$ cat src/cmd_pkg.sv
/*
 * Command front end shared definitions: data widths, opcodes,
 * status selectors, SPI timing and FSM encodings.
 */
package cmd_pkg;

	// ------------------------------------------------------------------------
	// data types
	// ------------------------------------------------------------------------
	typedef logic [7:0]  byte_t;       // stream or SPI byte
	typedef logic [63:0] cmd_frame_t;  // byte 0 in the low bits
	typedef logic [31:0] reply_word_t;
	typedef logic [31:0] count_t;      // overrange event count
	typedef logic [2:0]  chip_sel_t;
	typedef logic [1:0]  spi_mode_t;   // CPOL/CPHA

	// ------------------------------------------------------------------------
	// command encoding
	// ------------------------------------------------------------------------
	localparam byte_t OP_STATUS   = 8'd2;
	localparam byte_t OP_SPI      = 8'd3;
	localparam byte_t OP_SPI_MODE = 8'd4;

	// byte 1 of a status command
	localparam byte_t STATUS_VERSION   = 8'd0;
	localparam byte_t STATUS_BOARD     = 8'd1;
	localparam byte_t STATUS_OVERRANGE = 8'd2;

	// byte 7 of an SPI command, anything else means 3 bytes
	localparam byte_t SPI_LEN_SHORT = 8'd2;
	localparam byte_t SPI_LEN_LONG  = 8'd4;

	localparam reply_word_t FIRMWARE_VERSION = 32'd13;

	// ------------------------------------------------------------------------
	// board sizing and SPI timing
	// ------------------------------------------------------------------------
	localparam int N_OVERRANGE = 4;
	localparam int OR_SEL_W    = $clog2(N_OVERRANGE);
	localparam int N_CHIPS     = 8;

	localparam int CS_SETUP_CYCLES = 6;   // cs low before first byte
	localparam int CS_HOLD_CYCLES  = 16;  // cs low after read-back
	localparam int WAIT_W          = $clog2(CS_HOLD_CYCLES);

	// ------------------------------------------------------------------------
	// state machines
	// ------------------------------------------------------------------------
	typedef enum logic {
		RX_COLLECT,
		RX_DISPATCH
	} rx_state_t;

	typedef enum logic [2:0] {
		SPI_IDLE,
		SPI_SETUP,    // cs low, settle
		SPI_SEND,     // wait for tx_ready
		SPI_NEXT,     // tx_dv pulse, pick next byte
		SPI_WAIT_RX,
		SPI_HOLD,     // cs still low after read-back
		SPI_REPLY
	} spi_state_t;

endpackage

$ cat src/cmd_receiver.sv
/*
 * Command receiver. Collects 8 stream bytes into a frame and hands it
 * to the handler that owns the opcode, dropping unknown commands.
 */
`timescale 1ns/1ps

module cmd_receiver (
	input  logic                clk,
	input  logic                rstn,
	// byte stream in
	input  logic                i_in_valid,
	input  cmd_pkg::byte_t      i_in_data,
	output logic                o_in_ready,
	// dispatch
	output cmd_pkg::cmd_frame_t o_frame,
	output logic                o_spi_start,
	input  logic                i_spi_ready,
	output logic                o_mode_start,
	output logic                o_status_start,
	input  logic                i_status_ready
);
	import cmd_pkg::*;

	rx_state_t  state;
	logic [2:0] byte_cnt;
	cmd_frame_t frame;
	byte_t      opcode;
	logic       drop;
	logic       in_xfer;

	assign o_in_ready = (state == RX_COLLECT);
	assign in_xfer    = i_in_valid & o_in_ready;
	assign o_frame    = frame;
	assign opcode     = frame[7:0];

	// ------------------------------------------------------------------------
	// frame assembly
	// ------------------------------------------------------------------------
	always_ff @(posedge clk) begin
		if (in_xfer)
			frame <= {i_in_data, frame[63:8]};  // byte 0 ends up lowest
	end

	// ------------------------------------------------------------------------
	// opcode decode, start only while the owner is idle
	// ------------------------------------------------------------------------
	always_comb begin
		o_spi_start    = 1'b0;
		o_mode_start   = 1'b0;
		o_status_start = 1'b0;
		drop           = 1'b0;
		if (state == RX_DISPATCH) begin
			case (opcode)
				OP_STATUS:   o_status_start = i_status_ready;
				OP_SPI:      o_spi_start    = i_spi_ready;
				OP_SPI_MODE: o_mode_start   = i_spi_ready;  // same handler as SPI
				default:     drop           = 1'b1;
			endcase
		end
	end

	always_ff @(posedge clk or negedge rstn) begin
		if (!rstn) begin
			state    <= RX_COLLECT;
			byte_cnt <= '0;
		end else begin
			case (state)
				RX_COLLECT: begin
					if (in_xfer) begin
						byte_cnt <= byte_cnt + 3'd1;  // wraps to 0 after byte 7
						if (byte_cnt == 3'd7)
							state <= RX_DISPATCH;
					end
				end
				RX_DISPATCH: begin
					// stays here while the target handler is busy
					if (o_spi_start | o_mode_start | o_status_start | drop)
						state <= RX_COLLECT;
				end
				default: state <= RX_COLLECT;
			endcase
		end
	end

endmodule

$ cat src/spi_sequencer.sv
/*
 * SPI sequencer. Drives the chip-select bank and the external SPI byte
 * master for register transactions, and handles SPI mode changes.
 */
`timescale 1ns/1ps

module spi_sequencer (
	input  logic                              clk,
	input  logic                              rstn,
	input  cmd_pkg::cmd_frame_t               i_frame,
	input  logic                              i_spi_start,
	input  logic                              i_mode_start,
	output logic                              o_ready,
	// SPI byte master
	output cmd_pkg::byte_t                    o_spi_tx,
	output logic                              o_spi_tx_dv,
	input  logic                              i_spi_tx_ready,
	input  cmd_pkg::byte_t                    i_spi_rx,
	input  logic                              i_spi_rx_dv,
	// board pins
	output logic [cmd_pkg::N_CHIPS-1:0]       o_spi_cs,
	output cmd_pkg::chip_sel_t                o_spi_miso_sel,
	output cmd_pkg::spi_mode_t                o_spi_mode,
	output logic                              o_spi_reset_n,
	// reply
	output logic                              o_req,
	output cmd_pkg::reply_word_t              o_reply,
	input  logic                              i_ack
);
	import cmd_pkg::*;

	spi_state_t        state;
	logic [WAIT_W-1:0] wait_cnt;
	logic [1:0]        bytes_left;  // bytes still to send after the current one
	logic [31:0]       tx_data;     // bytes 2..5, current byte in the low bits
	chip_sel_t         chip;
	byte_t             len;

	assign chip     = i_frame[10:8];
	assign len      = i_frame[63:56];
	assign o_spi_tx = tx_data[7:0];
	assign o_ready  = (state == SPI_IDLE);

	// ------------------------------------------------------------------------
	// transaction FSM
	// ------------------------------------------------------------------------
	always_ff @(posedge clk or negedge rstn) begin
		if (!rstn) begin
			state          <= SPI_IDLE;
			wait_cnt       <= '0;
			bytes_left     <= '0;
			o_spi_tx_dv    <= 1'b0;
			o_spi_cs       <= {N_CHIPS{1'b1}};
			o_spi_miso_sel <= '0;
			o_spi_mode     <= '0;
			o_spi_reset_n  <= 1'b1;
			o_req          <= 1'b0;
		end else begin
			o_spi_tx_dv   <= 1'b0;  // single cycle strobes
			o_spi_reset_n <= 1'b1;
			case (state)
				SPI_IDLE: begin
					wait_cnt <= '0;
					if (i_mode_start) begin
						o_spi_mode    <= i_frame[9:8];
						o_spi_reset_n <= 1'b0;  // restart master in new mode
						o_req         <= 1'b1;
						state         <= SPI_REPLY;
					end else if (i_spi_start) begin
						o_spi_cs       <= ~(N_CHIPS'(1) << chip);
						o_spi_miso_sel <= chip;
						if (len == SPI_LEN_SHORT)
							bytes_left <= 2'd1;
						else if (len == SPI_LEN_LONG)
							bytes_left <= 2'd3;
						else
							bytes_left <= 2'd2;
						state <= SPI_SETUP;
					end
				end
				SPI_SETUP: begin
					wait_cnt <= wait_cnt + 1'b1;
					if (wait_cnt == WAIT_W'(CS_SETUP_CYCLES - 1)) begin
						wait_cnt <= '0;
						state    <= SPI_SEND;
					end
				end
				SPI_SEND: begin
					if (i_spi_tx_ready) begin
						o_spi_tx_dv <= 1'b1;
						state       <= SPI_NEXT;
					end
				end
				SPI_NEXT: begin
					if (bytes_left == '0) begin
						state <= SPI_WAIT_RX;
					end else begin
						bytes_left <= bytes_left - 2'd1;
						state      <= SPI_SEND;
					end
				end
				SPI_WAIT_RX: if (i_spi_rx_dv) state <= SPI_HOLD;
				SPI_HOLD: begin
					wait_cnt <= wait_cnt + 1'b1;
					if (wait_cnt == WAIT_W'(CS_HOLD_CYCLES - 1)) begin
						wait_cnt <= '0;
						o_spi_cs <= {N_CHIPS{1'b1}};
						o_req    <= 1'b1;
						state    <= SPI_REPLY;
					end
				end
				SPI_REPLY: begin
					if (i_ack) begin
						o_req <= 1'b0;
						state <= SPI_IDLE;
					end
				end
				default: state <= SPI_IDLE;
			endcase
		end
	end

	// ------------------------------------------------------------------------
	// payload
	// ------------------------------------------------------------------------
	always_ff @(posedge clk) begin
		if (state == SPI_IDLE && i_spi_start)
			tx_data <= i_frame[47:16];
		else if (state == SPI_NEXT && bytes_left != '0)
			tx_data <= tx_data >> 8;  // next byte after the strobe
		if (state == SPI_IDLE && i_mode_start)
			o_reply <= reply_word_t'(i_frame[15:8]);  // echo byte 1
		else if (state == SPI_WAIT_RX && i_spi_rx_dv)
			o_reply <= reply_word_t'(i_spi_rx);
	end

endmodule

$ cat src/status_reader.sv
/*
 * Status reader. Counts ADC overrange events and answers firmware
 * version, board input and counter queries with one reply word.
 */
`timescale 1ns/1ps

module status_reader (
	input  logic                            clk,
	input  logic                            rstn,
	input  cmd_pkg::cmd_frame_t             i_frame,
	input  logic                            i_start,
	output logic                            o_ready,
	input  cmd_pkg::byte_t                  i_board_in,
	input  logic [cmd_pkg::N_OVERRANGE-1:0] i_overrange,
	output logic                            o_req,
	output cmd_pkg::reply_word_t            o_reply,
	input  logic                            i_ack
);
	import cmd_pkg::*;

	count_t              or_count [N_OVERRANGE];
	byte_t               sel;
	logic [OR_SEL_W-1:0] or_idx;

	assign sel     = i_frame[15:8];            // byte 1
	assign or_idx  = i_frame[16 +: OR_SEL_W];  // low bits of byte 2
	assign o_ready = ~o_req;

	// one count per cycle the overrange flag is up
	always_ff @(posedge clk or negedge rstn) begin
		if (!rstn) begin
			for (int i = 0; i < N_OVERRANGE; i++)
				or_count[i] <= '0;
		end else begin
			for (int i = 0; i < N_OVERRANGE; i++)
				if (i_overrange[i])
					or_count[i] <= or_count[i] + 1'b1;
		end
	end

	always_ff @(posedge clk or negedge rstn) begin
		if (!rstn)
			o_req <= 1'b0;
		else if (i_start)
			o_req <= 1'b1;
		else if (i_ack)
			o_req <= 1'b0;
	end

	// answer is frozen at start
	always_ff @(posedge clk) begin
		if (i_start) begin
			case (sel)
				STATUS_VERSION:   o_reply <= FIRMWARE_VERSION;
				STATUS_BOARD:     o_reply <= {4{i_board_in}};
				STATUS_OVERRANGE: o_reply <= or_count[or_idx];
				default:          o_reply <= '0;
			endcase
		end
	end

endmodule

$ cat src/reply_arbiter.sv
/*
 * Reply arbiter. Round-robin choice between the SPI and status
 * handlers, one registered word at a time on the output stream.
 */
`timescale 1ns/1ps

module reply_arbiter (
	input  logic                 clk,
	input  logic                 rstn,
	// handlers
	input  logic                 i_spi_req,
	input  cmd_pkg::reply_word_t i_spi_reply,
	output logic                 o_spi_ack,
	input  logic                 i_status_req,
	input  cmd_pkg::reply_word_t i_status_reply,
	output logic                 o_status_ack,
	// reply stream out
	output logic                 o_out_valid,
	output cmd_pkg::reply_word_t o_out_data,
	input  logic                 i_out_ready
);
	import cmd_pkg::*;

	logic        last_status;   // status won the last grant and owns the output word
	logic        pick_status;
	logic        out_xfer;
	reply_word_t win_reply;

	// status wins unless spi also asks and status had the previous turn
	assign pick_status = i_status_req & (~i_spi_req | ~last_status);
	assign win_reply   = pick_status ? i_status_reply : i_spi_reply;
	assign out_xfer    = o_out_valid & i_out_ready;

	assign o_spi_ack    = out_xfer & ~last_status;
	assign o_status_ack = out_xfer & last_status;

	always_ff @(posedge clk or negedge rstn) begin
		if (!rstn) begin
			o_out_valid <= 1'b0;
			last_status <= 1'b0;
		end else if (!o_out_valid) begin
			if (i_spi_req | i_status_req) begin
				o_out_valid <= 1'b1;
				last_status <= pick_status;
			end
		end else if (i_out_ready) begin
			o_out_valid <= 1'b0;  // owner drops req on the same edge
		end
	end

	always_ff @(posedge clk) begin
		if (!o_out_valid && (i_spi_req || i_status_req))
			o_out_data <= win_reply;
	end

endmodule

$ cat src/cmd_processor.sv
/*
 * Command processor top level. Byte command stream in, one reply word
 * per command out, SPI chip access and status readback in between.
 */
`timescale 1ns/1ps

module cmd_processor (
	input  logic                            clk,
	input  logic                            rstn,
	// command byte stream
	input  logic                            i_in_valid,
	input  cmd_pkg::byte_t                  i_in_data,
	output logic                            o_in_ready,
	// reply stream
	output logic                            o_out_valid,
	output cmd_pkg::reply_word_t            o_out_data,
	input  logic                            i_out_ready,
	// SPI byte master
	output cmd_pkg::byte_t                  o_spi_tx,
	output logic                            o_spi_tx_dv,
	input  logic                            i_spi_tx_ready,
	input  cmd_pkg::byte_t                  i_spi_rx,
	input  logic                            i_spi_rx_dv,
	// board pins
	output logic [cmd_pkg::N_CHIPS-1:0]     o_spi_cs,
	output cmd_pkg::chip_sel_t              o_spi_miso_sel,
	output cmd_pkg::spi_mode_t              o_spi_mode,
	output logic                            o_spi_reset_n,
	input  cmd_pkg::byte_t                  i_board_in,
	input  logic [cmd_pkg::N_OVERRANGE-1:0] i_overrange
);
	import cmd_pkg::*;

	cmd_frame_t  frame;
	logic        spi_start, mode_start, spi_ready;
	logic        status_start, status_ready;
	logic        spi_req, spi_ack, status_req, status_ack;
	reply_word_t spi_reply, status_reply;

	// ------------------------------------------------------------------------
	// command intake
	// ------------------------------------------------------------------------
	cmd_receiver u_receiver (
		.clk(clk), .rstn(rstn),
		.i_in_valid(i_in_valid), .i_in_data(i_in_data), .o_in_ready(o_in_ready),
		.o_frame(frame),
		.o_spi_start(spi_start), .i_spi_ready(spi_ready), .o_mode_start(mode_start),
		.o_status_start(status_start), .i_status_ready(status_ready)
	);

	// ------------------------------------------------------------------------
	// handlers
	// ------------------------------------------------------------------------
	spi_sequencer u_spi (
		.clk(clk), .rstn(rstn), .i_frame(frame),
		.i_spi_start(spi_start), .i_mode_start(mode_start), .o_ready(spi_ready),
		.o_spi_tx(o_spi_tx), .o_spi_tx_dv(o_spi_tx_dv), .i_spi_tx_ready(i_spi_tx_ready),
		.i_spi_rx(i_spi_rx), .i_spi_rx_dv(i_spi_rx_dv),
		.o_spi_cs(o_spi_cs), .o_spi_miso_sel(o_spi_miso_sel),
		.o_spi_mode(o_spi_mode), .o_spi_reset_n(o_spi_reset_n),
		.o_req(spi_req), .o_reply(spi_reply), .i_ack(spi_ack)
	);

	status_reader u_status (
		.clk(clk), .rstn(rstn), .i_frame(frame),
		.i_start(status_start), .o_ready(status_ready),
		.i_board_in(i_board_in), .i_overrange(i_overrange),
		.o_req(status_req), .o_reply(status_reply), .i_ack(status_ack)
	);

	// shared reply path
	reply_arbiter u_arbiter (
		.clk(clk), .rstn(rstn),
		.i_spi_req(spi_req), .i_spi_reply(spi_reply), .o_spi_ack(spi_ack),
		.i_status_req(status_req), .i_status_reply(status_reply),
		.o_status_ack(status_ack),
		.o_out_valid(o_out_valid), .o_out_data(o_out_data), .i_out_ready(i_out_ready)
	);

endmodule

$ cat config.mk
export PLATFORM = sky130hd
export DESIGN_NAME = cmd_processor
export DESIGN_NICKNAME = d
export VERILOG_FILES = /design/src/cmd_pkg.sv /design/src/cmd_receiver.sv /design/src/spi_sequencer.sv /design/src/status_reader.sv /design/src/reply_arbiter.sv /design/src/cmd_processor.sv
export SDC_FILE = /design/constraint.sdc
export NUM_CORES = 1
export LEC_CHECK = 0
export BUFFER_PORTS_ARGS = -buffer_cell sky130_fd_sc_hd__buf_4
export CORE_ASPECT_RATIO = 0.9
export CORE_MARGIN = 4
export CORE_UTILIZATION = 60
export DETAILED_ROUTE_END_ITERATION = 7
export PLACE_DENSITY = 0.87
export SYNTH_ARGS = -nofsm -noshare
export SYNTH_HDL_FRONTEND = slang
export SYNTH_SLANG_ARGS = --single-unit
$ cat constraint.sdc
create_clock -name clk -period 5.2 [get_ports clk]
set_input_delay 1.04 -clock clk [delete_from_list [all_inputs] [get_ports clk]]
set_output_delay 1.04 -clock clk [all_outputs]
set_load 0.01 [all_outputs]
# Word-level counts from Yosys, hierarchy flattened
# Index checks and enable logic that the tools add are counted.
dict set report word_totals {
  regBits 328
  output_inout_bits 57
  input_bits 34
  word_cells 160
}
dict set report classes {
  order_cmp 1
  bitwise 18
  n_addsub 7
  shift 1
  n_mux 56
  n_reduce_logical 27
  eq_ne 26
}
# operator count
set ops {}
lappend ops {{$add A32 B1 Y32 const B} 4}
lappend ops {{$mux W32} 4}
lappend ops {{$pmux W32 S3} 1}
lappend ops {{$bmux W32 S2} 1}
lappend ops {{$mux W8} 6}
lappend ops {{$eq A8 B2 Y1 const B} 4}
lappend ops {{$mux W1} 24}
lappend ops {{$mux W3} 8}
lappend ops {{$pmux W3 S7} 1}
lappend ops {{$eq A8 B3 Y1 const B} 2}
lappend ops {{$pmux W8 S2} 1}
lappend ops {{$eq A3 B3 Y1 const B} 4}
lappend ops {{$ne A2 B2 Y1 const B} 6}
lappend ops {{$pmux W4 S3} 1}
lappend ops {{$reduce_and A4 Y1} 3}
lappend ops {{$reduce_bool A2 Y1} 6}
lappend ops {{$eq A8 B1 Y1 const B} 1}
lappend ops {{$logic_not A8 Y1} 1}
lappend ops {{$mux W2} 4}
lappend ops {{$mux W4} 2}
lappend ops {{$not A8 Y8} 1}
lappend ops {{$shl A1 B3 Y8 const A} 1}
lappend ops {{$eq A3 B2 Y1 const B} 2}
lappend ops {{$ne A2 B1 Y1 const B} 3}
lappend ops {{25 further kinds} 45}

# Longest topological paths before layout
# Gate-level depths: netlist of the first run.
dict set report depth {
  word_depth 8
  mapped_depth 6
}

# Modules after synthesis
# Synthesis of the first run repeated with hierarchy kept, for this count alone.
dict set report unflattened {
  cells_unflattened 1105
  area_unflattened_um2 15065.7
}
# module seq_area_each_um2 instances cells_per_inst area_each_um2
set by_module_without_submodules {}
lappend by_module_without_submodules {status_reader 4189.0 1 665 7976.4}
lappend by_module_without_submodules {spi_sequencer 1838.0 1 271 3408.3}
lappend by_module_without_submodules {cmd_receiver 2021.9 1 90 2200.9}
lappend by_module_without_submodules {reply_arbiter 1011.0 1 79 1480.2}

# Least setup slack after synthesis of the first run
# No wires, ideal clock.
dict set report synth_path {
  path_kind {register to register}
  start {register u_receiver.frame[3] (netlist: u_receiver.o_frame[3])}
  end {register u_status.o_reply[0] (enable)}
  setup_ns 0.464
  arrival_ns 3.651
  n_path_buf 1
  path_stages_with_launch 5
  path_slack_ns 1.086
  synth_period_minus_slack_ns 4.114
  path_cell_list {edfxtp_1 -> or4_4 -> buf_6 -> or3b_4 -> nor3_1}
}
dict set report synth_between {
  elab_chain_cells 3
}
# item line_no
set synth_lines {}
lappend synth_lines {{start: declaration} cmd_receiver.sv:26} ;# cmd_frame_t frame;
lappend synth_lines {{start signal: assignment} cmd_receiver.sv:41} ;# frame <= {i_in_data, frame[63:8]};
lappend synth_lines {{$eq A8 B2 Y1} cmd_receiver.sv:53} ;# case (opcode)
lappend synth_lines {{$mux W1} cmd_receiver.sv:53}
lappend synth_lines {{$mux W1} cmd_receiver.sv:52} ;# if (state == RX_DISPATCH) begin
lappend synth_lines {{via status_start} cmd_processor.sv:36} ;# logic status_start, status_ready;
lappend synth_lines {{end signal: assignment} status_reader.sv:55} ;# STATUS_BOARD: o_reply <= {4{i_board_in}};
lappend synth_lines {{end signal: assignment} status_reader.sv:56} ;# STATUS_OVERRANGE: o_reply <= or_count[or_idx];
lappend synth_lines {{end: declaration} status_reader.sv:16} ;# output cmd_pkg::reply_word_t o_reply,
# The timed path passes the listed nets, and every way through them passes these cells.
# A chain may end at the register's enable or synchronous reset.

# Worst setup path in the final report of the first run
dict set report layout_path {
  start {register u_spi.state[2]}
  end {register u_spi.tx_data[28] (enable)}
}
dict set report layout_between {
  elab_chain_cells 5
}
# item line_no
set layout_lines {}
lappend layout_lines {{start: declaration} spi_sequencer.sv:32} ;# spi_state_t state;
lappend layout_lines {{start signal: assignment} spi_sequencer.sv:49} ;# state <= SPI_IDLE;
lappend layout_lines {{start signal: assignment} spi_sequencer.sv:68} ;# state <= SPI_REPLY;
lappend layout_lines {{start signal: assignment} spi_sequencer.sv:78} ;# state <= SPI_SETUP;
lappend layout_lines {{$logic_not A3 Y1} {spi_sequencer.sv:42, spi_sequencer.sv:127}}
lappend layout_lines {{$mux W1} cmd_receiver.sv:53}
lappend layout_lines {{$mux W1} cmd_receiver.sv:52}
lappend layout_lines {{$logic_and A1 B1 Y1} spi_sequencer.sv:127} ;# if (state == SPI_IDLE && i_spi_start)
lappend layout_lines {{$reduce_bool A2 Y1 (no source line) (*)} --}
lappend layout_lines {{end signal: assignment} spi_sequencer.sv:128} ;# tx_data <= i_frame[47:16];
lappend layout_lines {{end signal: assignment} spi_sequencer.sv:130} ;# tx_data <= tx_data >> 8;
lappend layout_lines {{end: declaration} spi_sequencer.sv:35} ;# logic [31:0] tx_data;
# Mark *: on every way between the ends. The rest lies on a longest branch, timed or not.

==> impl_metrics.json, run 1 <==
{
  "crit_type": "register to register",
  "core_um2": 23500,
  "ant_nets": 0,
  "critPathLaunch": "u_spi.state[2]",
  "ioPinCount": 91,
  "antenna_cells": 0,
  "clk_latency_ps": 560,
  "setup_violations": 0,
  "place_congestion": 0.922,
  "r2r-end": "u_spi.tx_data[28]",
  "reg2reg_depth": 4,
  "die_area_um2": 26500,
  "period_share_pct": 64.2,
  "grt_pass1_wl_um": 50000,
  "grt_max_degree": 80,
  "hold_class": "register to register",
  "root_buffer": "clkbuf_16",
  "cts_tree": "yes",
  "crit_fanout": 28,
  "leakagePower_uw": 0.00634,
  "status": "finished clean",
  "yosysTopAreaCell": "edfxtp_1",
  "globalRouteOverflowTotal": 0,
  "p_total_uw": 6190,
  "cts_max_level": 1,
  "drt_iter0_drc": 1151,
  "viasPerCell": 6.20,
  "avgSynthCellArea_um2": 13.7,
  "ys.flop_type": "edfxtp_1",
  "antenna_found_initial": 0,
  "async_flop_share_pct": 48.8,
  "area_growth_pct": 13.1,
  "numCtsBuffers": 31,
  "final_max_slew_viol_count": 0,
  "critPathRequiredTime_ps": 5470,
  "totalWireLength_um": 31300,
  "die_h_um": 155,
  "p_per_area_nw_per_um2": 381,
  "netlist_area_um2": 14400,
  "initial_core_util_pct": 61.3,
  "vdd_drop_max_v": 0.000288,
  "holdBufCountCts": 0,
  "cts.sinks": 328,
  "synth_edf_count": 168,
  "worstSetupEndpoint": "u_spi.tx_data[28]",
  "syn_nets": 1094,
  "start_kind": "register",
  "synth.area.top_cells": "edfxtp_1, dfrtp_1, xnor2_1",
  "tns_ps": 0,
  "cts.clk_slew.worst_paths_ps": 60,
  "fin_crit_ps": 3340,
  "grt_setup_unrepaired": "no",
  "synth_seq_cells": 328,
  "grt_pass1_vias": 9050,
  "wl_per_cell_um": 21.4,
  "fmax_mhz": 299,
  "vias": 9082,
  "ys_warn_count": 0,
  "cp-end-kind": "register",
  "seq_area_frac_synth_pct": 63.0,
  "first_pass_iters": 5,
  "post_cts_buffers": 0,
  "arrival_ps": 3610,
  "cap_violations": 0,
  "dp_hpwl_um": 21000,
  "layout-drive-gt1-share_pct": 22.4,
  "r2r-start": "u_spi.state[2]",
  "num_rows": 53,
  "pre_cts_ws_ps": 1880,
  "portBuffers": 90,
  "netlist_instances": 1051,
  "clock_skew_ps": 17.7,
  "drc_errors": 0,
  "ys_types": 60,
  "setup_slack_ps": 1860,
  "cts_resized": 0,
  "die_width_um": 171,
  "r2r_setup_slack_ps": 1860,
  "cts.path.max_buffers": 3,
  "grt_use_total_pct": 23.8,
  "worst_pin_slew_ps": 1270,
  "postLayoutCoreUtil_pct": 69.3,
  "max_slew_margin_pct": 14.9,
  "synth_top_area_share_pct": 35.1,
  "hold_viol": 0,
  "nNetsFinal": 1181
}
cell type report:
type,instances,area [um2]
Clock buffer,39,806
Inverter,50,188
Fill cell,1441,7220
Sequential cell,328,9060
Clock inverter,19,129
Timing Repair Buffer,104,785
Multi-Input combinational cell,623,4910
Tap cell,302,378
cell usage in the layout, fill, tap and decap left out, drive strengths merged, types with 3 or more instances in the layout:
master,netlist,final
mux4,32,32
or4,4,4
xor2,15,15
and2,38,38
nor2,31,31
nand2b,5,5
nor2b,6,6
inv,50,54
nand3,42,42
a2bb2oi,3,3
a21oi,9,9
and3,24,24
and4,15,15
edfxtp,168,168
ha,9,9
dfstp,9,9
a21boi,3,3
clkbuf,33,39
nand4,58,58
o31ai,3,3
o21ai,32,32
clkinvlp,0,7
buf,17,104
clkinv,0,8
dfrtp,151,151
mux2,58,58
xnor2,111,111
nor3,12,12
a22oi,3,3
nand4b,4,4
nor4,13,13
nand2,66,66
registers in the layout (all words and copies together) (netlist names):
signal and count:
u_spi.bytes_left 2, u_arbiter.o_out_valid 1, u_arbiter.o_out_data 32, u_status.o_req 1, u_spi.o_spi_mode 2, u_status.o_reply 32, u_spi.o_reply 8, u_spi.tx_data 32
u_receiver.state 1, u_spi.o_spi_miso_sel 3, u_spi.o_req 1, u_receiver.o_frame 64, u_spi.state 3, u_spi.o_spi_tx_dv 1, u_spi.wait_cnt 4, u_spi.o_spi_reset_n 1
u_status.or_count 128, u_receiver.byte_cnt 3, u_arbiter.last_status 1, u_spi.o_spi_cs 8
metrics by stage:
stage	hold slack, ps	cells	area, um2
2_1_floorplan	400	1051	14400
3_3_place_gp	404	1407	15300
3_5_place_dp	405	1407	15300
4_1_cts	418	1465	16300
5_1_grt	429	1465	16300
6_report	418	1465	16300
where the power goes:
group | internal (uW) | switching [uW] | leakage [uW] | total, uW
clock network | 1110 | 968 | 0.000435 | 2080
registers | 3010 | 315 | 0.00373 | 3330
logic | 362 | 421 | 0.00217 | 783
total | 4490 | 1700 | 0.00634 | 6190
logic make-up after synthesis:
| kind of cell | share of synthesized area, % |
|---|---|
| XOR/XNOR | 7.67 |
| buffers and inverters | 2.97 |
| adder cells (fa/ha/maj) | 0.783 |
| AO/OA/AOI/OAI | 3.03 |
| flip-flops | 63.0 |
| multiplexers | 9.88 |
| AND/OR/NAND/NOR | 12.7 |
critical path: stages (launching register included):
cell and delay [ps]:
dfrtp_1 560, or3_1 540, or4_1 750, nand2_1 900, buf_4 290
synth_stat cells, types with 11 or more instances:
| cell type | instances |
|---|---|
| nor4_1 | 11 |
| nand3_1 | 42 |
| and3_1 | 24 |
| and4_1 | 15 |
| mux4_2 | 32 |
| nand2_1 | 66 |
| nand4_1 | 58 |
| clkbuf_1 | 33 |
| mux2_2 | 51 |
| xnor2_1 | 111 |
| dfrtp_1 | 151 |
| xor2_1 | 15 |
| nor2_1 | 31 |
| nor3_1 | 12 |
| o21ai_0 | 32 |
| inv_1 | 50 |
| and2_1 | 38 |
| edfxtp_1 | 168 |
worst min path at each step:
stage | from | end | cells past startpoint | slack, ps
floorplan | u_receiver.o_frame[48] | u_receiver.o_frame[40] | 0 | 400
global placement | u_receiver.o_frame[52] | u_receiver.o_frame[44] | 0 | 400
finish | u_receiver.o_frame[49] | u_receiver.o_frame[41] | 0 | 420
detailed placement | u_receiver.o_frame[49] | u_receiver.o_frame[41] | 0 | 410
CTS | u_receiver.o_frame[49] | u_receiver.o_frame[41] | 0 | 420
global route | u_receiver.o_frame[49] | u_receiver.o_frame[41] | 0 | 430
routing by layer:
layer / up-vias / global-route usage (%) / wire length (um)
met5: - / 0 / 0
met2: 452 / 37.4 / 14900
met4: 0 / 5.13 / 621
met1: 4573 / 34.4 / 12600
li1: 4005 / - / -
met3: 52 / 5.82 / 3170
Power figures use the tool's default switching activity.
==> run 2: changes to the inputs <==
==> constraint.sdc (replaced) <==
create_clock -name clk -period 3.4 [get_ports clk]
set_input_delay 0.68 -clock clk [delete_from_list [all_inputs] [get_ports clk]]
set_output_delay 0.68 -clock clk [all_outputs]
set_load 0.01 [all_outputs]
==> run 2 against run 1 <==
Compared with the run above:
- register-to-register slack lost 1200 ps
- final area grew 1.6%
- sequential share of layout area shrank 0.88 points
- fmax grew 24%
- sequential power grew 53%
- sequential cell count is the same
- first-iteration DRC count shrank 2.3%
- critical endpoint is now u_spi.tx_data[22]
- highest routed layer is now met5
==> impl_metrics.json, run 2 (synthesized netlist as in run 1, its figures left out) <==
{
  "holdBufCountCts": 0,
  "crit_chain": "or3_1 -> or4_1 -> nand2_1 -> buf_4",
  "setup_violations": 0,
  "top_register": "u_status.or_count",
  "initial_core_util_pct": 61.3,
  "cts.path.max_buffers": 3,
  "grt_setup_unrepaired": "no",
  "leakagePower_uw": 0.00647,
  "place_congestion": 0.861,
  "drt_iter0_drc": 1125,
  "use_met2_pct": 39.0,
  "layout-drive-gt1-share_pct": 23.2,
  "hold_ws_ps": 207,
  "antenna_found_initial": 1,
  "cts_max_level": 2,
  "crit_fanout": 18,
  "gr-usage-met3_pct": 5.74,
  "fmax_mhz": 371,
  "slowest_delay_ps": 780,
  "tns_ps": 0,
  "final_cell_mix": "edfxtp_1, dfrtp_1, xnor2_1",
  "start_kind": "register",
  "p_total_uw": 10000,
  "grt_use_total_pct": 24.8,
  "totalWireLength_um": 32600,
  "arrival_ps": 2880,
  "cts_resized": 0,
  "first_pass_iters": 5,
  "viasPerCell": 6.29,
  "crit_type": "register to register",
  "cp_top_family": "simple AND/OR/NAND/NOR gates",
  "cap_violations": 0,
  "num_rows": 53,
  "ioPinCount": 91,
  "layout_commonest_cell": "edfxtp_1",
  "core_um2": 23500,
  "path_buf_inv": 1,
  "globalRouteOverflowTotal": 0,
  "portBuffers": 90,
  "fin_area_um2": 16500,
  "wl_per_cell_um": 22.1,
  "root_buffer": "clkbuf_16",
  "grt_pass1_wl_um": 51700,
  "setup_slack_ps": 706,
  "vdd_drop_max_v": 0.000353,
  "die_area_um2": 26500,
  "largest_reg_flops": 128,
  "ant_nets": 0,
  "path_depth": 4,
  "cts_tree": "yes",
  "r2r-end": "u_spi.tx_data[22]",
  "die_width_um": 171,
  "cpMaxStageDelayCell": "or4_1",
  "pre_cts_ws_ps": 856,
  "cts.clk_slew.worst_paths_ps": 60,
  "r2r_setup_slack_ps": 710,
  "gr-usage-met1_pct": 34.5,
  "nNetsFinal": 1191,
  "clk_latency_ps": 520,
  "worst_pin_slew_ps": 1180,
  "clock_skew_ps": 27.2,
  "grt_max_degree": 74,
  "numCtsBuffers": 34,
  "hold_viol": 0,
  "max_slew_margin_pct": 20.4,
  "cts.sinks": 328,
  "critPathRequiredTime_ps": 3590,
  "cp-end-kind": "register",
  "dp_hpwl_um": 21100,
  "grt.busiest_layer": "met2",
  "reg2reg_depth": 4,
  "r2r-start": "u_spi.state[1]",
  "antenna_cells": 0,
  "grt_pass1_vias": 9285,
  "post_cts_buffers": 0,
  "die_h_um": 155,
  "p_per_area_nw_per_um2": 607,
  "final_max_slew_viol_count": 0,
  "area_growth_pct": 14.9,
  "hold_class": "input pin to asynchronous set/reset pin",
  "fin_crit_ps": 2690,
  "placed_cell_area_um2": 15400,
  "drc_errors": 0,
  "period_share_pct": 79.2,
  "status": "finished clean",
  "vias": 9262
}
run 2: power by group:
part	switching [uW]	internal, uW
clock	1530	2190
sequential	491	4610
combinational	651	565
total	2680	7360
run 2: metal layers:
layer,up-vias,wire length (um)
li1,4023,-
met1,4595,12900
met2,544,15500
met3,98,3120
met4,2,1060
met5,-,13
run 2: worst max path at each step:
stage	end	startpoint
after floorplan	u_receiver.byte_cnt[1]	i_in_valid
final	u_spi.tx_data[22]	u_spi.state[1]
after global placement	u_spi.tx_data[30]	u_spi.state[1]
after detailed placement	u_spi.tx_data[29]	u_spi.state[1]
after global routing	u_spi.o_reply[3]	u_receiver.o_frame[0]
after CTS	u_spi.tx_data[27]	u_spi.state[1]
run 2: final cells by class:
type | count | area, um2
sequential | 328 | 9060
clock inverter | 17 | 180
tap | 302 | 378
timing repair buffer | 111 | 862
fill | 1408 | 6960
multi-input combinational | 623 | 4920
inverter | 50 | 188
clock buffer | 42 | 932
run 2: stage by stage:
step	utilization (%)	instances
after floorplan	-	1051
after global placement	65.6	1414
after detailed placement	65.6	1414
after CTS	70.4	1473
after global routing	70.4	1473
final	70.4	1473
